==> src/sim/fetch_rom.hex <==
E100FF03
E101FE07
E102FD0B
E103FC0F
E104FB13
E105FA17
E106F91B
E107F81F
E108F723
E109F627
E10AF52B
E10BF42F
E10CF333
E10DF237
E10EF13B
E10FF03F
E110EF43
E111EE47
E112ED4B
E113EC4F
E114EB53
E115EA57
E116E95B
E117E85F
E118E763
E119E667
E11AE56B
E11BE46F
E11CE373
E11DE277
E11EE17B
E11FE07F
E120DF83
E121DE87
E122DD8B
E123DC8F
E124DB93
E125DA97
E126D99B
E127D89F
E128D7A3
E129D6A7
E12AD5AB
E12BD4AF
E12CD3B3
E12DD2B7
E12ED1BB
E12FD0BF
E130CFC3
E131CEC7
E132CDCB
E133CCCF
E134CBD3
E135CAD7
E136C9DB
E137C8DF
E138C7E3
E139C6E7
E13AC5EB
E13BC4EF
E13CC3F3
E13DC2F7
E13EC1FB
E13FC0FF

==> src/verilog/fetch_pkg.sv <==
`default_nettype none

package fetch_pkg;

	// Address and word widths of the core and of the read bus
	localparam int ADDR_BITS = 32;
	localparam int DATA_BITS = 32;

	// An address splits into {tag, line index, byte offset}
	localparam int LINE_WORDS   = 16;
	localparam int ICACHE_LINES = 16;
	localparam int OFFSET_BITS  = 6;
	localparam int INDEX_BITS   = 4;
	localparam int TAG_BITS     = ADDR_BITS - INDEX_BITS - OFFSET_BITS;

	// Boot ROM behind the bus
	localparam int    ROM_WORDS      = 64;
	localparam int    ROM_INDEX_BITS = $clog2(ROM_WORDS);
	localparam int    ROM_WAIT       = 2;       // Cycles from start of a read to ready
	localparam int    ROM_CNT_BITS   = $clog2(ROM_WAIT + 1);
	localparam string ROM_IMAGE      = "/design/src/sim/fetch_rom.hex";

	// Line-fill sequencer of the cache
	typedef enum logic {
		FILL_IDLE,
		FILL_BUSY
	} fill_state_t;

	// Current owner of the shared read bus
	typedef enum logic [1:0] {
		ARB_IDLE,
		ARB_CACHE,
		ARB_DEBUG
	} arb_state_t;

	// ROM read sequence
	typedef enum logic [1:0] {
		ROM_IDLE,
		ROM_WAIT_ST,    // Counting wait states
		ROM_DONE        // Ready cycle and the cycle after it
	} rom_state_t;

endpackage

`default_nettype wire

==> src/verilog/bus_arbiter.sv <==
`timescale 1ns/1ps
`default_nettype none

module bus_arbiter (
	input  wire                               clk,
	input  wire                               rst,

	// Cache master
	input  wire                               cache_req,
	input  wire                               cache_rd,
	input  wire  [fetch_pkg::ADDR_BITS-1:0]   cache_addr,
	output logic                              cache_ack,
	output logic                              cache_ready,

	// Debug master
	input  wire                               dbg_req,
	input  wire  [fetch_pkg::ADDR_BITS-1:0]   dbg_addr,
	output logic                              dbg_ack,
	output logic                              dbg_ready,

	// ROM slave
	output logic                              rom_rd,
	output logic [fetch_pkg::ADDR_BITS-1:0]   rom_addr,
	input  wire                               rom_ready
);
	import fetch_pkg::*;

	arb_state_t arb_state;
	logic       last_dbg;   // Debug port won the last grant

	always_ff @(posedge clk) begin
		if (rst) begin
			arb_state <= ARB_IDLE;
			last_dbg  <= 1'b1;   // First contest goes to the cache
		end else begin
			case (arb_state)
				ARB_IDLE: begin
					if (cache_req && (!dbg_req || last_dbg)) begin
						arb_state <= ARB_CACHE;
						last_dbg  <= 1'b0;
					end else if (dbg_req) begin
						arb_state <= ARB_DEBUG;
						last_dbg  <= 1'b1;
					end
				end
				// A grant lasts until its master lets go of the request
				ARB_CACHE: if (!cache_req) arb_state <= ARB_IDLE;
				ARB_DEBUG: if (!dbg_req) arb_state <= ARB_IDLE;
				default:   arb_state <= ARB_IDLE;
			endcase
		end
	end

	assign cache_ack = arb_state == ARB_CACHE;
	assign dbg_ack   = arb_state == ARB_DEBUG;

	// Only the granted master reaches the ROM and sees its ready
	always_comb begin
		rom_rd      = 1'b0;
		rom_addr    = '0;
		cache_ready = 1'b0;
		dbg_ready   = 1'b0;
		case (arb_state)
			ARB_CACHE: begin
				rom_rd      = cache_rd;
				rom_addr    = cache_addr;
				cache_ready = rom_ready;
			end
			ARB_DEBUG: begin
				rom_rd    = dbg_req;   // One word per debug request
				rom_addr  = dbg_addr;
				dbg_ready = rom_ready;
			end
			default: ;
		endcase
	end

endmodule

`default_nettype wire

==> config.mk <==
export PLATFORM = sky130hd
export DESIGN_NAME = bus_arbiter
export DESIGN_NICKNAME = d
export VERILOG_FILES = /design/src/verilog/fetch_pkg.sv /design/src/verilog/bus_arbiter.sv
export SDC_FILE = /design/constraint.sdc
export NUM_CORES = 1
export LEC_CHECK = 0
export BUFFER_PORTS_ARGS = -buffer_cell sky130_fd_sc_hd__buf_4
export CAP_MARGIN = 20
export CORE_ASPECT_RATIO = 1.5
export CORE_MARGIN = 2
export CORE_UTILIZATION = 31
export CTS_CLUSTER_DIAMETER = 120
export DETAILED_ROUTE_END_ITERATION = 8
export PLACE_DENSITY = 0.91
export RECOVER_POWER = 25
export SLEW_MARGIN = 20
export SYNTH_ARGS = -nofsm -noshare
export SYNTH_HDL_FRONTEND = slang
export SYNTH_SLANG_ARGS = --single-unit
==> constraint.sdc <==
create_clock -name clk -period 4.3 [get_ports clk]
set_clock_uncertainty 0.05 [all_clocks]
set_input_delay 1.29 -clock clk [delete_from_list [all_inputs] [get_ports clk]]
set_output_delay 1.29 -clock clk [all_outputs]
set_load 0.005 [all_outputs]
======== Yosys cells after proc, flatten, opt, wreduce, memory -nomap -nowiden ========
Index checks and enable logic that the tools add are counted.
operators by class
  muxes and demuxes ....................... 11
  reductions and logical operators ........ 7
  eq/ne operators ......................... 5
operators by type and width
  kind                                            count
  case mux 32 bit (2 select lines)                1
  2-to-1 mux 2 bit                                4
  case mux 2 bit (3 select lines)                 1
  2-to-1 mux 1 bit                                4
  inequality test 2 bit (second input constant)   2
  inequality test 3 bit (second input constant)   1
  AND reduction 3 bit                             1
  == test 2 x 1 -> 1 bit (second input constant)  1
  == test 2 bit (second input constant)           1
  logical NOT 2 bit                               1
  case mux 1 bit (2 select lines)                 1
  AND reduction 2 bit                             1
  nonzero test 2 bit                              1
  logical AND 1 bit                               1
  logical NOT 1 bit                               1
  logical OR 1 bit                                1
word-level totals
  input bits .............................. 70
  logic and storage cells ................. 25
  bits in registers ....................... 3

======== Depth between registers and ports, before layout ========
Gate-level depths: netlist of run 1.
  depth after elaboration ................. 5
  gate-level depth with buffers ........... 6
  mapped depth without buffers ............ 5

======== Least setup slack after synthesis of run 1 ========
OpenSTA, ideal clock, no wires.
  kind .................................... input -> output
  start ................................... input dbg_addr[0] in the netlist's numbering
  end ..................................... output rom_addr[0] in the netlist's numbering
  path slack .............................. 1.445 ns
  data arrival time ....................... 1.515 ns
  cell stages on the path ................. 2
  cell sequence ........................... a22oi_1 > nor2b_1
between the ends
  word-level cells in the longest chain between the ends .. 1
ends and longest elaborated chain
  item                              RTL line           RTL
  start, declared                   bus_arbiter.sv:17  input wire [fetch_pkg::ADDR_BITS-1:0] dbg_addr,
  case mux 32 bit (2 select lines)  bus_arbiter.sv:63  case (arb_state)
  end, declared                     bus_arbiter.sv:23  output logic [fetch_pkg::ADDR_BITS-1:0] rom_addr,
Every way passes these cells.

======== Final worst setup path of run 1 ========
  start ................................... register arb_state[1]
  end ..................................... output rom_addr[12] in the netlist's numbering
between the ends
  word-level cells in the longest chain between the ends .. 2
  elaborated cells on any way between the ends .. 3
  classes of those cells .................. eq/ne: 2; mux: 1
ends and longest elaborated chain
  item                                                     RTL line           RTL
  start, declared                                          bus_arbiter.sv:28  arb_state_t arb_state;
  start signal, assigned                                   bus_arbiter.sv:33  arb_state <= ARB_IDLE;
  start signal, assigned                                   bus_arbiter.sv:39  arb_state <= ARB_CACHE;
  start signal, assigned                                   bus_arbiter.sv:42  arb_state <= ARB_DEBUG;
  == test 2 bit or == test 2 x 1 -> 1 bit (tied branches)  bus_arbiter.sv:63
  case mux 32 bit (2 select lines) *                       bus_arbiter.sv:63
Mark *: on every way between the ends. The rest lies on a longest branch, timed or not.

==> results of run 1 <==
-- worst min path at each step --
stage                      start            to  cells past startpoint
floorplan           arb_state[0]  arb_state[0]                      1
global placement    arb_state[0]  arb_state[0]                      1
detailed placement  arb_state[0]  arb_state[0]                      1
CTS                 arb_state[0]  arb_state[0]                      1
global route        arb_state[0]  arb_state[0]                      1
finish              arb_state[0]  arb_state[0]                      1
-- through the flow --
stage	instance area (µm²)	setup slack (ns)
after floorplan	722	1.44
final	1520	0.795
after CTS	1520	0.803
after global placement	1500	1.13
after detailed placement	1500	1.05
after global routing	1520	0.566
-- flip-flops by register name, indices dropped and copies added (netlist names) --
signal	flops
arb_state	2
last_dbg	1
-- worst max-delay path, stage by stage (launching register included) --
cell     delay [ns]
dfxtp_1        0.33
inv_1          0.09
ha_1           0.98
a22oi_1        0.18
nor2b_1        0.21
buf_4          0.13
-- area by class of cell --
type,instances,share of cell area
timing repair buffer,106,0.520
multi-input combinational,83,0.394
sequential,3,0.0396
tap,23,0.0190
clock buffer,4,0.0173
inverter,4,0.00991
-- layer usage --
metal | wire, µm | vias up | global-route usage
met5 | 0 | - | 0
met4 | 7 | 0 | 0.0341
met3 | 241 | 2 | 0.0573
met2 | 1830 | 50 | 0.438
met1 | 1100 | 528 | 0.219
li1 | - | 570 | -
-- cells by family (layout without fill, tap and decap cells) --
kind of cell,count (synthesis),after routing,share of synthesized area
AND/OR/NAND/NOR,37,37,0.324
AO/OA/AOI/OAI,42,42,0.433
flip-flops,3,3,0.0832
buffers and inverters,15,114,0.0901
adder cells (fa/ha/maj),4,4,0.0693
-- power breakdown --
part           switching (mW)  internal (mW)
clock                  0.0161         0.0349
combinational          0.0786          0.112
sequential            0.00333         0.0314
total                  0.0980          0.179
-- placed cells by master (no fill, tap or decap) --
cell | netlist | final
inv_1 | 4 | 4
a22oi_1 | 34 | 34
ha_1 | 4 | 4
a21oi_1 | 1 | 1
nor2b_1 | 33 | 33
o21a_1 | 1 | 1
clkbuf_1 | 4 | 3
clkbuf_4 | 0 | 8
dfxtp_1 | 3 | 3
o2111ai_1 | 1 | 1
o21ai_0 | 2 | 2
o2bb2ai_1 | 2 | 2
and3_1 | 1 | 1
or3b_1 | 1 | 1
buf_4 | 0 | 99
a21oi_2 | 1 | 1
and2_1 | 2 | 2
==> metrics.cfg, run 1 <==
[yosys]
netlist_area_um2 = 722
ys_seq_area_frac = 0.0832
ys_seq_elements = 3
async_flop_share = 0
synth_top_flop_cell = dfxtp_1
synth_area_per_cell_um2 = 7.15
synth_area_leaders = a22oi_1 (35%), nor2b_1 (29%), dfxtp_1 (8.3%)
synth_top_area_share = 0.354
synth_most_common_cell = a22oi_1
synth_nets = 175
syn_inst = 101
synth_commonest_cells = a22oi_1 (34), nor2b_1 (33), buf_2 (7)
synth_area_leader_cell = a22oi_1
synthDistinctLibCells = 16
synth_edf_count = 0
yosys_warnings = 0

[global_routing]
grt_pass1_wl_um = 4790
antenna_found_initial = 0
grt-ovfl-total = 0
grt.total_usage = 0.220
grt_pass1_vias = 1097
grt_start_max_net_pins = 37

[placed_design]
place_inst = 219
place.gp.congestion = 0.641
hpwl_um = 2450
port_buffers = 106

[power]
power.leakage_nw = 0.705
power.density_nw_per_um2 = 183
power_uw = 277
peakVddDrop_v = 0.000189

[final_layout]
drive_gt1_frac = 0.540
layoutNonFillerInstCount = 223
post-route-util = 0.678
final_nets = 275
multi_input_area_um2 = 597
area_growth_pct = 110
antenna_cells = 0
fillerInstances = 203
ff_latch_area_um2 = 60.1

[detailed_routing]
vias = 1150
dr.first_iter.drc_count = 33
drt_pass1_iterations = 4
postRouteAntennaNets = 0
vias_per_cell = 5.16
wl_um = 3180
wl_per_cell_um = 14.3
drc_errors = 0

[worst_setup_path]
path_max_fanout = 36
arrival_ns = 2.17
r2r-start = arb_state[1]
cp-endpoint = rom_addr[12]
r2r-end = arb_state[0]
crit_start = arb_state[1]
end_kind = primary output
worst_r2r_path_depth = 5
path_class = register to primary output
rrSetupSlack_ns = 2.12
critPathLaunchType = register
worstPathRequired_ns = 2.96

[die]
die_area_um2 = 2740
coreArea_um2 = 2230
dieWidth_um = 43.4
start_util = 0.323
die_y_um = 63.1
ioPinCount = 107
placementRows = 21

[timing]
worstMarginPinSlew_ns = 1.24
fin_crit_ns = 3.51
finalHoldViolCount = 0
finalSetupViolCount = 0
maxSlewViolCount = 0
max-slew-margin-rel = 0.175
setup_tns_ns = 0
timing.hold.ws_ns = 0.449
rsz0062_at_grt = false
max_freq_mhz = 285
period_share = 0.815

[clock_tree]
post-cts-setup-buffers = 0
post_cts_resized = 0
root_buffer = clkbuf_4
cts_hold_buf = 0
htree_levels = 1
clk_pin_slew_worst_paths_ns = 0.04
clk_path_buf_depth = 2
cts_made_buffers = 3
cts_tree = yes
clock_latency_ns = 0.24
cts.sinks = 3

[flow_run]
timing.max_cap.violations = 0

[min_path]
hp-class = register to register

[outcome]
outcome = finished clean

(Power assumes the default switching activity.)
==> run 2: changes to the inputs <==
- CORE_UTILIZATION: 31 -> 27
- PLACE_DENSITY: 0.91 -> 0.85
- clock period: 4.3 -> 3 ns (I/O delays scaled with it)
==> metrics.cfg, run 2 (same netlist as run 1, synthesis figures left out) <==
[outcome]
outcome = finished clean

[clock_tree]
post-cts-setup-buffers = 0  ; unchanged
cts_tree = yes
cts_hold_buf = 0  ; unchanged
cts.sinks = 3  ; unchanged
root_buffer = clkbuf_8
htree_levels = 1  ; unchanged
clk_path_buf_depth = 2  ; unchanged
post_cts_resized = 0  ; unchanged
cts_made_buffers = 3  ; unchanged
clk_pin_slew_worst_paths_ns = 0.03  ; about the same
clock_latency_ns = 0.21  ; -0.03 ns

[global_routing]
antenna_found_initial = 0  ; unchanged
grt_pass1_vias = 1000  ; -8.8%
grt-ovfl-total = 0  ; unchanged
grt_pass1_wl_um = 4250  ; -11%
grt_start_max_net_pins = 22  ; -41%
grt.total_usage = 0.176  ; -0.0443

[die]
dieWidth_um = 46.2  ; +6.5%
die_area_um2 = 3110  ; +14%
coreArea_um2 = 2620  ; +17%
placementRows = 23  ; +9.5%
start_util = 0.276  ; -0.0476
die_y_um = 67.3  ; +6.7%
ioPinCount = 107  ; unchanged

[timing]
timing.hold.ws_ns = 0.457  ; +0.00811 ns
max_freq_mhz = 394
finalSetupViolCount = 0  ; unchanged
finalHoldViolCount = 0  ; unchanged
worstMarginPinSlew_ns = 0.344  ; -0.893 ns
rsz0062_at_grt = false
fin_crit_ns = 2.54
max-slew-margin-rel = 0.770  ; +0.595
maxSlewViolCount = 0  ; unchanged
period_share = 0.845
setup_tns_ns = 0  ; unchanged

[worst_setup_path]
worstPathRequired_ns = 2.05  ; -0.91 ns
critical_path.slowest_cell = dfxtp_1
end_kind = primary output
path_cells = inv_1 -> ha_1 -> clkbuf_2 -> a22oi_1 -> nor2b_1 -> buf_4
path_class = register to primary output
arrival_ns = 1.59  ; -0.58 ns
crit_buf_inv = 3  ; +1
cpPeakStageDelay_ns = 0.36  ; -0.62 ns
path_max_fanout = 18  ; -50%
crit_family = buffers and inverters
critPathLaunchType = register

[final_layout]
largest_register_ffs = 2  ; unchanged
layoutNonFillerInstCount = 243  ; +9.0%
ff_latch_area_um2 = 60.1  ; unchanged
drive_gt1_frac = 0.558  ; +0.0183
fillerInstances = 253  ; +25%
antenna_cells = 0  ; unchanged
layout_common_cells = buf_4 (106), a22oi_1 (34), nor2b_1 (33)
regMostFlops = arb_state
top_regs = arb_state x2, last_dbg x1
final_nets = 281  ; +2.2%
stdcell_area_um2 = 1600  ; +5.5%
multi_input_area_um2 = 597  ; unchanged
final_common_cell = buf_4
area_growth_pct = 121

[placed_design]
detailed_place.area_um2 = 1560  ; +4.2%
hpwl_um = 2360  ; -3.9%
place_inst = 239  ; +9.1%
place.gp.congestion = 0.688  ; +7.4%
port_buffers = 106  ; unchanged

[detailed_routing]
postRouteAntennaNets = 0  ; unchanged
vias_per_cell = 4.82  ; -6.6%
drt_pass1_iterations = 4  ; unchanged
drc_errors = 0  ; unchanged
vias = 1171  ; +1.8%
wl_um = 3020  ; -5.1%
dr.first_iter.drc_count = 47  ; +42%
wl_per_cell_um = 12.4  ; -13%

[power]
power.density_nw_per_um2 = 282  ; +55%
power.leakage_nw = 0.747  ; +5.9%
peakVddDrop_v = 0.000245  ; +30%

[flow_run]
timing.max_cap.violations = 0  ; unchanged

[min_path]
hp-class = register to register

-- run 2: cell count changes in the layout (fill, tap and decap cells not counted) --
cell / change
and2_0: +1
buf_4: +7
clkbuf_8: +3
clkbuf_4: -4
and2_1: -1
clkbuf_1: -1
clkbuf_2: +1
-- run 2: through the flow --
stage	setup slack, ns	utilization	power, mW
after global placement	0.651	0.595	0.335
after floorplan	0.882	-	0.193
after global routing	0.305	0.610	0.484
after CTS	0.558	0.613	0.459
final	0.464	0.610	0.451
after detailed placement	0.640	0.595	0.340
-- run 2: final cells by class --
cell class / count / share of cell area
Multi-Input combinational cell: 83 / 0.374
Sequential cell: 3 / 0.0376
Inverter: 4 / 0.00940
Tap cell: 37 / 0.0290
Timing Repair Buffer: 112 / 0.522
Clock buffer: 4 / 0.0282
-- run 2: worst paths after layout --
check,to,slack [ns],cells past startpoint,start
min,arb_state[0],0.46,1,arb_state[0]
min reg2reg,arb_state[0],0.46,1,arb_state[0]
max,rom_addr[28],0.46,6,arb_state[0]
max reg2reg,arb_state[1],1.39,6,arb_state[0]
-- run 2: report_power, final --
part	internal (mW)	total (mW)	leakage [nW]	switching, mW
registers	0.0452	0.0501	0.0248	0.00492
logic	0.170	0.286	0.700	0.116
clock network	0.0905	0.116	0.0228	0.0251
total	0.306	0.451	0.747	0.146
-- run 2: per-layer routing --
layer	GRT usage	up-vias	routed length, µm
met5	0	-	0
met4	0.0571	0	21
met3	0.0214	4	238
met2	0.326	65	1650
met1	0.198	521	1100
li1	-	581	-
-- run 2: worst register-to-register path: cells and delay by family (launching register included) --
family / cells / cell delay, ns
adders and majority gates: 1 / 0.21
AOI/OAI and AO/OA: 3 / 0.63
DFF: 1 / 0.36
buffers and inverters: 2 / 0.28
