===== src/sim/fetch_rom.hex =====
E100FF03
E101FE07
E102FD0B
E103FC0F
E104FB13
E105FA17
E106F91B
E107F81F
E108F723
E109F627
E10AF52B
E10BF42F
E10CF333
E10DF237
E10EF13B
E10FF03F
E110EF43
E111EE47
E112ED4B
E113EC4F
E114EB53
E115EA57
E116E95B
E117E85F
E118E763
E119E667
E11AE56B
E11BE46F
E11CE373
E11DE277
E11EE17B
E11FE07F
E120DF83
E121DE87
E122DD8B
E123DC8F
E124DB93
E125DA97
E126D99B
E127D89F
E128D7A3
E129D6A7
E12AD5AB
E12BD4AF
E12CD3B3
E12DD2B7
E12ED1BB
E12FD0BF
E130CFC3
E131CEC7
E132CDCB
E133CCCF
E134CBD3
E135CAD7
E136C9DB
E137C8DF
E138C7E3
E139C6E7
E13AC5EB
E13BC4EF
E13CC3F3
E13DC2F7
E13EC1FB
E13FC0FF


===== src/verilog/fetch_pkg.sv =====
`default_nettype none

package fetch_pkg;

	// Address and word widths of the core and of the read bus
	localparam int ADDR_BITS = 32;
	localparam int DATA_BITS = 32;

	// An address splits into {tag, line index, byte offset}
	localparam int LINE_WORDS   = 16;
	localparam int ICACHE_LINES = 16;
	localparam int OFFSET_BITS  = 6;
	localparam int INDEX_BITS   = 4;
	localparam int TAG_BITS     = ADDR_BITS - INDEX_BITS - OFFSET_BITS;

	// Boot ROM behind the bus
	localparam int    ROM_WORDS      = 64;
	localparam int    ROM_INDEX_BITS = $clog2(ROM_WORDS);
	localparam int    ROM_WAIT       = 2;       // Cycles from start of a read to ready
	localparam int    ROM_CNT_BITS   = $clog2(ROM_WAIT + 1);
	localparam string ROM_IMAGE      = "/design/src/sim/fetch_rom.hex";

	// Line-fill sequencer of the cache
	typedef enum logic {
		FILL_IDLE,
		FILL_BUSY
	} fill_state_t;

	// Current owner of the shared read bus
	typedef enum logic [1:0] {
		ARB_IDLE,
		ARB_CACHE,
		ARB_DEBUG
	} arb_state_t;

	// ROM read sequence
	typedef enum logic [1:0] {
		ROM_IDLE,
		ROM_WAIT_ST,    // Counting wait states
		ROM_DONE        // Ready cycle and the cycle after it
	} rom_state_t;

endpackage

`default_nettype wire


===== src/verilog/inst_rom.sv =====
`timescale 1ns/1ps
`default_nettype none

module inst_rom (
	input  wire                               clk,
	input  wire                               rst,
	input  wire                               rom_rd,
	input  wire  [fetch_pkg::ADDR_BITS-1:0]   rom_addr,
	output logic                              rom_ready,
	output logic [fetch_pkg::DATA_BITS-1:0]   rom_rdata
);
	import fetch_pkg::*;

	logic [DATA_BITS-1:0]      rom_mem [ROM_WORDS];
	rom_state_t                rom_state;
	logic [ROM_CNT_BITS-1:0]   wait_cnt;
	logic [ROM_INDEX_BITS-1:0] word_index;
	logic                      start;
	logic                      capture;

	initial $readmemh(ROM_IMAGE, rom_mem);

	// High address bits are ignored so the image repeats through the space
	assign word_index = rom_addr[2 +: ROM_INDEX_BITS];

	// A new word starts from idle, or one cycle after the previous ready
	assign start = rom_rd &&
		((rom_state == ROM_IDLE) || ((rom_state == ROM_DONE) && !rom_ready));

	always_comb begin
		if (rom_state == ROM_WAIT_ST)
			capture = rom_rd && (wait_cnt == ROM_CNT_BITS'(ROM_WAIT - 1));
		else
			capture = start && (ROM_WAIT == 1);
	end

	always_ff @(posedge clk) begin
		if (rst) begin
			rom_state <= ROM_IDLE;
			rom_ready <= 1'b0;
			wait_cnt  <= '0;
		end else begin
			rom_ready <= capture;   // One-cycle pulse
			if (start) begin
				rom_state <= capture ? ROM_DONE : ROM_WAIT_ST;
				wait_cnt  <= ROM_CNT_BITS'(1);
			end else if (!rom_rd) begin
				rom_state <= ROM_IDLE;   // Read dropped by the master
			end else if (rom_state == ROM_WAIT_ST) begin
				if (capture)
					rom_state <= ROM_DONE;
				else
					wait_cnt <= wait_cnt + 1'b1;
			end
		end
	end

	always_ff @(posedge clk) begin
		if (capture)
			rom_rdata <= rom_mem[word_index];
	end

endmodule

`default_nettype wire


===== config.mk =====
export PLATFORM = sky130hd
export DESIGN_NAME = inst_rom
export DESIGN_NICKNAME = d
export VERILOG_FILES = /design/src/verilog/fetch_pkg.sv /design/src/verilog/inst_rom.sv
export SDC_FILE = /design/constraint.sdc
export NUM_CORES = 1
export LEC_CHECK = 0
export BUFFER_PORTS_ARGS = -buffer_cell sky130_fd_sc_hd__buf_2
export CAP_MARGIN = 20
export CORE_MARGIN = 4
export CORE_UTILIZATION = 31
export DETAILED_ROUTE_END_ITERATION = 10
export MAX_ROUTING_LAYER = met4
export PLACE_DENSITY = 0.85
export SLEW_MARGIN = 20
export SYNTH_ARGS = -nofsm -noshare
export SYNTH_HDL_FRONTEND = slang
export SYNTH_SLANG_ARGS = --single-unit
export TNS_END_PERCENT = 1

===== constraint.sdc =====
create_clock -name clk -period 2.75 [get_ports clk]
set_clock_uncertainty 0.1 [all_clocks]
set_input_delay 0.1375 -clock clk [delete_from_list [all_inputs] [get_ports clk]]
set_output_delay 0.1375 -clock clk [all_outputs]
set_load 0.02 [all_outputs]

==> After elaboration in Yosys (flattened, before gate mapping) <==
Index checks and enable logic that the tools add are counted.
{ "word_totals": {"memories": 0, "word_cells": 35, "inputBits": 35, "ff_bits": 37, "romBits": 0, "ram_bits": 0, "output_inout_bits": 33, "latch_bits": 0} }
{ "classes": {"mux": 10, "bitwise": 1, "reduce_logical": 12, "n_shift": 0, "n_mul": 0, "n_div": 0, "magnitude_cmp": 0, "n_eq_ne": 6, "n_addsub": 1} }
{ "ops": {"columns": ["cell", "count"], "rows": [
  ["2-bit 2-to-1 mux", 5],
  ["3-bit by 1-bit != test with 1-bit output, second input constant", 2],
  ["3-bit AND reduction", 2],
  ["1-bit 2-to-1 mux", 5],
  ["2-bit by 1-bit == test with 1-bit output, second input constant", 2],
  ["2-bit nonzero test", 2],
  ["1-bit logical AND", 3],
  ["2-bit by 1-bit adder with 2-bit output, second input constant", 1],
  ["2-bit == test, second input constant", 1],
  ["2-bit logical NOT", 1],
  ["2-bit != test, second input constant", 1],
  ["2-bit AND reduction", 1],
  ["2-bit OR reduction", 1],
  ["1-bit logical NOT", 1],
  ["1-bit logical OR", 1],
  ["1-bit inverter", 1]
]} }

==> Longest topological paths before layout <==
Gate-level depths: netlist of run 1.
{ "logic_depth": {"depth_word": 7, "depth_mapped": 5, "mapped_depth_nobuf": 5} }

==> Worst setup path before layout of run 1 <==
Ideal clock, no wire load.
{ "synth_path": {"path_kind": "register to register", "startpoint": "register wait_cnt[1]", "endpoint": "register wait_cnt[1]", "n_path_buf": 0, "period_less_slack_ns": 1.422, "path_slack_ns": 1.328, "arrival_ns": 1.219, "stages_incl_launch_ff": 6, "setup_ns": 0.103, "cell_sequence": "dfxtp_1 inv_1 ha_1 and4bb_4 nor2_2 a2111oi_2"} }
{ "synth_via": {"elab_chain_len": 5, "elab_cells_between_ends": 6, "cone_classes": "add/sub (1); eq/ne (1); mux (1); bitwise (1); reduce/logical (2)"} }
{ "synth_lines": {"columns": ["element", "line_no", "rtl"], "rows": [
  ["start, declared", "inst_rom.sv:16", "logic [ROM_CNT_BITS-1:0] wait_cnt;"],
  ["start signal, assigned", "inst_rom.sv:53", "wait_cnt <= wait_cnt + 1'b1;"],
  ["2-bit by 1-bit == test with 1-bit output", "inst_rom.sv:32", "capture = rom_rd && (wait_cnt == ROM_CNT_BITS'(ROM_WAIT - 1));"],
  ["1-bit logical AND", "inst_rom.sv:32", null],
  ["1-bit 2-to-1 mux", "inst_rom.sv:31", "if (rom_state == ROM_WAIT_ST)"],
  ["1-bit inverter (no source line)", null, null],
  ["3-bit AND reduction (no source line)", null, null]
]} }
Several ways; a longest one is shown, not always the timed one.
A chain may end at the register's enable or synchronous reset.

==> Final worst setup path of run 1 <==
Ends and elaborated chain as after synthesis.

==> flow_summary.toml, run 1 <==
[clock_tree]
ctsHoldBuffers = 0
insertion_delay_ps = 240
cts_tree = "built"
clk_pin_slew_worst_paths_ps = 40
cts_buffers = 3
cts_buffer_depth = 2
postCtsSetupBuffers = 0
h-tree-depth = 1
clkSinkCount = 5
cts_resized = 0
cts_root_buf = "clkbuf_4"

[setup_path]
path_cells = "inv_1, ha_1, and4bb_4, nor2_2, a2111oi_2"
endpoint_kind = "register"
critPathMaxStageDelay_ps = 360
cpLargestDelayFamily = "simple AND/OR/NAND/NOR gates"
crit_fanout = 3
required_ps = 2780
path_buf_inv = 1
crit_slowest_cell = "and4bb_4"
critPathArrivalTime_ps = 1530
crit_type = "register to register"
cp-start-kind = "register"

[die]
die-width_um = 47.3
core_region_area_um2 = 1380
row_count = 13
dieArea_um2 = 2240
die_h_um = 47.3
start_util = 0.347
num_io_pins = 68

[pwr]
p_seq_frac = 0.360
ir_worst_vdd_mv = 0.174
internal-power_mw = 0.141
swShare = 0.361
p_leak_nw = 0.214
power_frac_comb = 0.267
p_clk_frac = 0.374
p_switching_mw = 0.0797
total_power_mw = 0.221
p_per_area_nw_per_um2 = 531

[synth]
synth_top_cell_area_share = 0.501
netlist_area_um2 = 479
yosysWarnings = 0
yosys-top-cells-area = "buf_4 (50%), dfxtp_1 (21%), and4bb_4 (3.4%)"
synth_cell_types = 16
synth-seq-area-share = 0.209
ys_ff_latch = 5
syn_inst = 58
syn_area_per_cell_um2 = 8.26
yosysTopAreaCell = "buf_4"

[job]
drv_cap = 0

[timing]
min_period_ps = 1490
grt_setup_unrepaired = "no"
fin_crit_sh = 0.543
setup_viol = 0
maxSlewViolCount = 0
finalSetupTns_ps = 0
finalHoldViolCount = 0
fmax_ghz = 0.670

[place]
port_buffers = 3
dp_hpwl_um = 554
place_congestion = 0.774

[grt]
grt_util_all_layers = 0.0588
antenna_found_initial = 0
grt_pass1_vias = 234
grt_pass1_wl_um = 821
grt_max_degree = 7
grt_overflow = 0

[routing]
dr.pass1.iters = 1
wl_per_cell_um = 7.91
num_vias = 277
via_per_inst = 3.51
drtIter0Drc = 0
wirelength_um = 625
ant_nets = 0
drc = 0

[hold_path]
hold_path_class = "primary input to register"

[finish]
syn_to_final_growth_pct = -13.3
drive_gt1_frac = 0.141
antennaDiodeCount = 0
nets = 101

[run_status]
status = "completed"
-- logic make-up after synthesis --
logic type,Yosys count,synth area share
flops,5,0.209
buf+inv,36,0.533
compound gates,5,0.0862
other cells,1,0.00783
fa+ha+maj,1,0.0261
simple gates,10,0.138
-- layout make-up --
class,instances,area [um2]
repair buffers,3,15.0
inverters,4,15.0
well taps,15,18.8
clock buffers,4,26.3
fillers,152,967
flip-flops and latches,5,100
multi-input cells,48,240
-- power groups by stage --
stage               sequential [mW]  clock [mW]  combinational (mW)
floorplan                    0.0803           0              0.0873
global placement             0.0804           0              0.0563
detailed placement           0.0807           0              0.0579
CTS                          0.0793      0.0869              0.0581
global route                 0.0799      0.0932              0.0648
finish                       0.0794      0.0824              0.0588
-- worst paths after layout --
kind / slack (ps) / end / depth (start not counted) / startpoint
setup / recovery: 1260 / wait_cnt[1] / 5 / wait_cnt[1]
hold / removal: 20 / wait_cnt[1] / 2 / rst
setup reg to reg: 1260 / wait_cnt[1] / 5 / wait_cnt[1]
hold reg to reg: 370 / wait_cnt[0] / 1 / wait_cnt[0]
-- stage by stage --
step | util | hold WS (ps) | setup slack (ps) | std cells | cell area, um2
finish | 0.300 | 15.5 | 1260 | 79 | 415
global route | 0.300 | 13.5 | 1170 | 79 | 415
CTS | 0.300 | 6.16 | 1230 | 79 | 415
detailed placement | 0.281 | 258 | 1240 | 75 | 389
global placement | 0.281 | 256 | 1280 | 75 | 389
floorplan | - | 113 | 1330 | 89 | 596
-- cell usage after synthesis (all sizes together) --
cell	number
nor2	4
a21oi	2
inv	4
or3b	1
and4bb	1
a211oi	1
dfxtp	5
nand2b	2
a2111oi	1
conb	1
nor4	1
o41ai	1
ha	1
nor3	1
buf	32
-- routing by layer --
layer / share of wire / GRT usage
met4: 0.022 / 0.0829
met1: 0.28 / 0.0451
met5: 0 / -
met3: 0.18 / 0.0153
met2: 0.51 / 0.0936
-- state kept, by name, summed over array words and instances (netlist names) --
| signal | cells |
|---|---|
| rom_ready | 1 |
| rom_state | 2 |
| wait_cnt | 2 |
-- layout by cell type, fill, tap and decap left out, types with 2 or more instances in the layout --
cell type  Yosys  final
a21oi_1        2      2
buf_2          0      3
clkbuf_4       0      3
conb_1         1     32
dfxtp_1        5      5
inv_1          4      4
nand2b_1       2      2
nor2_1         3      3
Power figures use the tool's default switching activity.
==> run 2, diff against run 1 <==
--- a/config.mk
+++ b/config.mk
@@ -5,13 +5,14 @@
 export SDC_FILE = /design/constraint.sdc
 export NUM_CORES = 1
 export LEC_CHECK = 0
+export ABC_AREA = 1
 export BUFFER_PORTS_ARGS = -buffer_cell sky130_fd_sc_hd__buf_2
 export CAP_MARGIN = 20
 export CORE_MARGIN = 4
-export CORE_UTILIZATION = 31
+export CORE_UTILIZATION = 26
 export DETAILED_ROUTE_END_ITERATION = 10
 export MAX_ROUTING_LAYER = met4
-export PLACE_DENSITY = 0.85
+export PLACE_DENSITY = 0.76
 export SLEW_MARGIN = 20
 export SYNTH_ARGS = -nofsm -noshare
 export SYNTH_HDL_FRONTEND = slang
==> constraint.sdc (replaced) <==
create_clock -name clk -period 1.2 [get_ports clk]
set_clock_uncertainty 0.1 [all_clocks]
set_input_delay 0.06 -clock clk [delete_from_list [all_inputs] [get_ports clk]]
set_output_delay 0.06 -clock clk [all_outputs]
set_load 0.02 [all_outputs]
==> run 2 against run 1 <==
Sequential share of layout area decreased by 1.9 points. Register-to-register slack got worse by 1200 ps. Via count increased by 11%. Global-route usage decreased by 1.2 points. Non-clock buffer count increased by 1. Core utilization decreased by 3.9 points. Sequential power increased by 130%. Final cell count increased by 23%. Die area increased by 17%. Wire length increased by 3.0%.
==> flow_summary.toml, run 2 <==
[hold_path]
hold_path_class = "primary input to register"
min_from = "rom_rd"
hold_path_depth = 3

[routing]
drc = 0
num_vias = 308
ant_nets = 0
wl_per_cell_um = 6.64
via_per_inst = 3.18
dr.pass1.iters = 4
wirelength_um = 644
drtIter0Drc = 5

[finish]
top_regs = "rom_state x2, wait_cnt x2, rom_ready x1"
postLayoutCoreUtil = 0.262
drive_gt1_frac = 0.167
nets = 109
multiInputGateArea_um2 = 246
antennaDiodeCount = 0
syn_to_final_growth_pct = -5.68
final_cell_area_um2 = 457
layout_commonest_cell = "conb_1"
fillers = 205
layout.cells.non_filler = 97
final_cell_mix = "conb_1 (32), inv_1 (6), nand2_1 (6)"
ff_latch_area_um2 = 101

[synth]
synth_top_cell_area_share = 0.496
async_reset_ff_frac = 0
synth-seq-area-share = 0.207
synth_most_common_cell = "buf_4"
syn_area_per_cell_um2 = 7.45
yosysTopAreaCell = "buf_4"
yosysWarnings = 0
yosys-top-cells-count = "buf_4 (32), inv_1 (7), nand2_1 (6)"
yosys-top-cells-area = "buf_4 (50%), dfxtp_1 (21%), inv_1 (5.4%)"
synth_flop_cell = "dfxtp_1"
ys_ff_latch = 5
syn_inst = 65
netlist_area_um2 = 484
synth_enable_flop_cells = 0
synth_cell_types = 15

[pwr]
power_frac_comb = 0.264
p_leak_nw = 0.240
internal-power_mw = 0.319
ir_worst_vdd_mv = 0.383
p_seq_frac = 0.352
p_clk_frac = 0.384
swShare = 0.376
total_power_mw = 0.511
p_per_area_nw_per_um2 = 1120
p_switching_mw = 0.192

[clock_tree]
postCtsSetupBuffers = 0
insertion_delay_ps = 240
h-tree-depth = 1
cts_buffers = 3
cts_root_buf = "clkbuf_4"
cts_tree = "built"
clk_pin_slew_worst_paths_ps = 50
cts_buffer_depth = 2
clkSinkCount = 5

[place]
place_ws_ps = 24.9
placed_cells = 92
place_congestion = 0.681
port_buffers = 3
postPlaceCellArea_um2 = 407
dp_hpwl_um = 536

[die]
core_region_area_um2 = 1750
die_h_um = 51.2
row_count = 15
start_util = 0.277
dieArea_um2 = 2620
num_io_pins = 68
die-width_um = 51.2

[setup_path]
crit_fanout = 3
r2r.worst_path.cells = 7
reg2reg_from = "wait_cnt[1]"
crit_start = "wait_cnt[1]"
endpoint_kind = "register"
crit_type = "register to register"
critPathArrivalTime_ps = 1190
cp-start-kind = "register"
required_ps = 1270

[timing]
setup_ws_ps = 84.8
fmax_ghz = 0.897
finalHoldViolCount = 0
maxSlewViolCount = 0
grt_setup_unrepaired = "no"
min_period_ps = 1120
fin_hold_ws_ps = 13.4
fin_crit_sh = 0.929
setup_viol = 0
finalSetupTns_ps = 0

[grt]
grt_max_degree = 8
grt_pass1_wl_um = 862
grt_pass1_vias = 227
grt_util_all_layers = 0.0469
antenna_found_initial = 0
grt_overflow = 0

[run_status]
status = "completed"

[job]
drv_cap = 0
## run 2: cell families (layout without fill, tap and decap cells)
kind of cell | count (synthesis) | after routing | synth area share
simple gates | 14 | 14 | 0.145
flops | 5 | 5 | 0.207
buf+inv | 39 | 15 | 0.550
other cells | 1 | 32 | 0.00774
compound gates | 5 | 5 | 0.0646
fa+ha+maj | 1 | 1 | 0.0258
## run 2: routing by layer
| layer | global-route usage | part of all wire | up-vias |
|---|---|---|---|
| met3 | 0.0175 | 0.14 | 2 |
| met2 | 0.0644 | 0.42 | 23 |
| met5 | - | 0 | - |
| met1 | 0.0529 | 0.42 | 131 |
| met4 | 0.0404 | 0.022 | 0 |
| li1 | - | - | 152 |
## run 2: power groups by stage
| stage | Combinational (mW) | Clock, mW | Sequential [mW] |
|---|---|---|---|
| 2_1_floorplan | 0.193 | 0 | 0.181 |
| 3_3_place_gp | 0.124 | 0 | 0.181 |
| 3_5_place_dp | 0.126 | 0 | 0.181 |
| 4_1_cts | 0.128 | 0.206 | 0.178 |
| 5_1_grt | 0.148 | 0.224 | 0.180 |
| 6_report | 0.135 | 0.196 | 0.180 |
## run 2: final timing paths
path | to | slack, ps
worst max-delay path | wait_cnt[0] | 80
worst min-delay path | rom_state[0] | 10
worst max register to register | wait_cnt[0] | 80
worst min register to register | wait_cnt[1] | 350
## run 2: area by class of cell
cell class              count  area share
inverters                   7      0.0575
multi-input cells          52       0.540
flip-flops and latches      5       0.222
repair buffers              4      0.0548
well taps                  25      0.0685
clock buffers               4      0.0575
## run 2: repair_timing
item,4_1_cts,5_1_grt
gates resized for setup,0,4
endpoints found under the hold margin,3,0
hold buffers,1,0
setup endpoints to repair,0,1
## run 2: worst max-delay path: stages, from the launching register on
cell and delay [ps]:
dfxtp_2 320, inv_1 50, ha_4 160, inv_2 60
nand4_1 100, nand2_1 90, nand2_1 60, a21oi_2 110
==> run 3, diff against run 2 <==
--- a/config.mk
+++ b/config.mk
@@ -13,6 +13,7 @@
 export DETAILED_ROUTE_END_ITERATION = 10
 export MAX_ROUTING_LAYER = met4
 export PLACE_DENSITY = 0.76
+export RECOVER_POWER = 100
 export SLEW_MARGIN = 20
 export SYNTH_ARGS = -nofsm -noshare
 export SYNTH_HDL_FRONTEND = slang
==> run 3 against run 2 <==
Wire length is 1.1% lower. Sequential share of layout area is 0.95 points higher. First-iteration DRC count is 140% higher. Register-to-register slack hardly changed. Final cell count stayed put. Clock-buffer cell count stayed put. Power is 1.2% lower. Core utilization is 1.1 points lower. Critical path type unchanged.
==> flow_summary.toml, run 3 (same netlist as run 2, synthesis figures left out) <==
[finish]
fillers = 208
layout_commonest_cell = "conb_1"
antennaDiodeCount = 0
postLayoutCoreUtil = 0.251
top_regs = "rom_state x2, wait_cnt x2, rom_ready x1"
nets = 109
final_cell_mix = "conb_1 (32), inv_1 (6), nand2_1 (6)"
drive_gt1_frac = 0.125
syn_to_final_growth_pct = -9.56

[routing]
drc = 0
drtIter0Drc = 12
via_per_inst = 3.18
wl_per_cell_um = 6.57
wirelength_um = 637
dr.pass1.iters = 4
ant_nets = 0
num_vias = 308

[setup_path]
cp-start-kind = "register"
r2r.worst_path.cells = 7
crit_type = "register to register"
critPathArrivalTime_ps = 1180
cpLargestDelayFamily = "flip-flops"
required_ps = 1270
r2r-end = "wait_cnt[0]"
critPathMaxStageDelay_ps = 320
path_cells = "inv_1, ha_2, inv_2, nand4_1, nand2_1, nand2_1, a21oi_2"
reg2reg_from = "wait_cnt[1]"
r2r_slack_ps = 90
endpoint_kind = "register"
crit_fanout = 3
timing.critical_path.mode_cell = "nand2_1"
path_buf_inv = 2
crit_slowest_cell = "dfxtp_2"

[clock_tree]
cts_root_buf = "clkbuf_4"
cts_tree = "built"
cts_buffers = 3
postCtsSetupBuffers = 0
clk_pin_slew_worst_paths_ps = 50
clkSinkCount = 5
h-tree-depth = 1
cts_buffer_depth = 2
insertion_delay_ps = 240

[timing]
fmax_ghz = 0.901
finalHoldViolCount = 0
grt_setup_unrepaired = "no"
maxSlewViolCount = 0
fin_hold_ws_ps = 10.4
setup_ws_ps = 90.4
fin_crit_sh = 0.925
min_period_ps = 1110
finalSetupTns_ps = 0
setup_viol = 0

[die]
core_region_area_um2 = 1750
die_h_um = 51.2
num_io_pins = 68
die-width_um = 51.2
dieArea_um2 = 2620
start_util = 0.277
row_count = 15

[hold_path]
hold_path_depth = 3
hold_path_class = "primary input to register"
min_from = "rom_rd"
min_to = "rom_state[0]"

[pwr]
ir_worst_vdd_mv = 0.379
p_leak_nw = 0.234
p_per_area_nw_per_um2 = 1150

[place]
port_buffers = 3
dp_hpwl_um = 536
place_ws_ps = 24.9
place_congestion = 0.681

[grt]
antenna_found_initial = 0
grt_util_all_layers = 0.0469
grt_pass1_vias = 227
grt_pass1_wl_um = 862
grt_overflow = 0
grt_max_degree = 8

[job]
drv_cap = 0

[run_status]
status = "completed"
[run 3: cell count changes in the layout (fill, tap and decap cells not counted)]
cell / delta
nor2_1: +1
nand3_2: -1
nand3_1: +1
buf_2: -1
nor2_2: -1
ha_4: -1
ha_2: +1
clkbuf_1: +1
[run 3: metrics by stage]
stage | cell area (um2) | power [mW] | std cells
floorplan | 601 | 0.374 | 96
global placement | 407 | 0.305 | 92
detailed placement | 407 | 0.307 | 92
CTS | 443 | 0.512 | 97
global route | 438 | 0.545 | 97
finish | 438 | 0.505 | 97
[run 3: metal layers]
metal,track usage,wire [um],up-vias
met5,-,0,-
met4,0.0404,14,0
met3,0.0175,92,2
met2,0.0644,278,21
met1,0.0529,253,133
li1,-,-,152
[run 3: how the worst max path moves through the flow]
| stage | start | endpoint | slack, ps | depth (start not counted) |
|---|---|---|---|---|
| after floorplan | wait_cnt[1] | wait_cnt[0] | 120 | 7 |
| after global placement | wait_cnt[1] | wait_cnt[0] | 70 | 7 |
| after detailed placement | wait_cnt[1] | wait_cnt[0] | 20 | 7 |
| after CTS | wait_cnt[1] | wait_cnt[0] | 6 | 7 |
| after global routing | rom_state[0] | rom_state[1] | 4 | 4 |
| final | wait_cnt[1] | wait_cnt[0] | 90 | 7 |
[run 3: power by group]
group,leakage [nW],total (mW),internal [mW],switching (mW)
clock network,0.0150,0.196,0.126,0.0702
registers,0.0414,0.178,0.173,0.00519
logic,0.177,0.130,0.0167,0.114
[run 3: area by class of cell]
cell class                      instances  area [um2]  area share
Sequential cell                         5         101       0.231
Timing Repair Buffer                    4        23.8      0.0543
Inverter                                7        26.3      0.0600
Clock buffer                            4        26.3      0.0600
Tap cell                               25        31.3      0.0714
Multi-Input combinational cell         52         229       0.523
[run 3: worst register-to-register path, cell delays in order, from the launching register on]
cell     delay, ps
dfxtp_2        320
inv_1           40
ha_2           170
inv_2           60
nand4_1        100
nand2_1         90
nand2_1         60
a21oi_2        110
[run 3: repair_timing]
action	CTS	global route
endpoints found under the setup margin	0	1
hold buffers	1	0
endpoints found under the hold margin	3	0
resized for setup	0	4
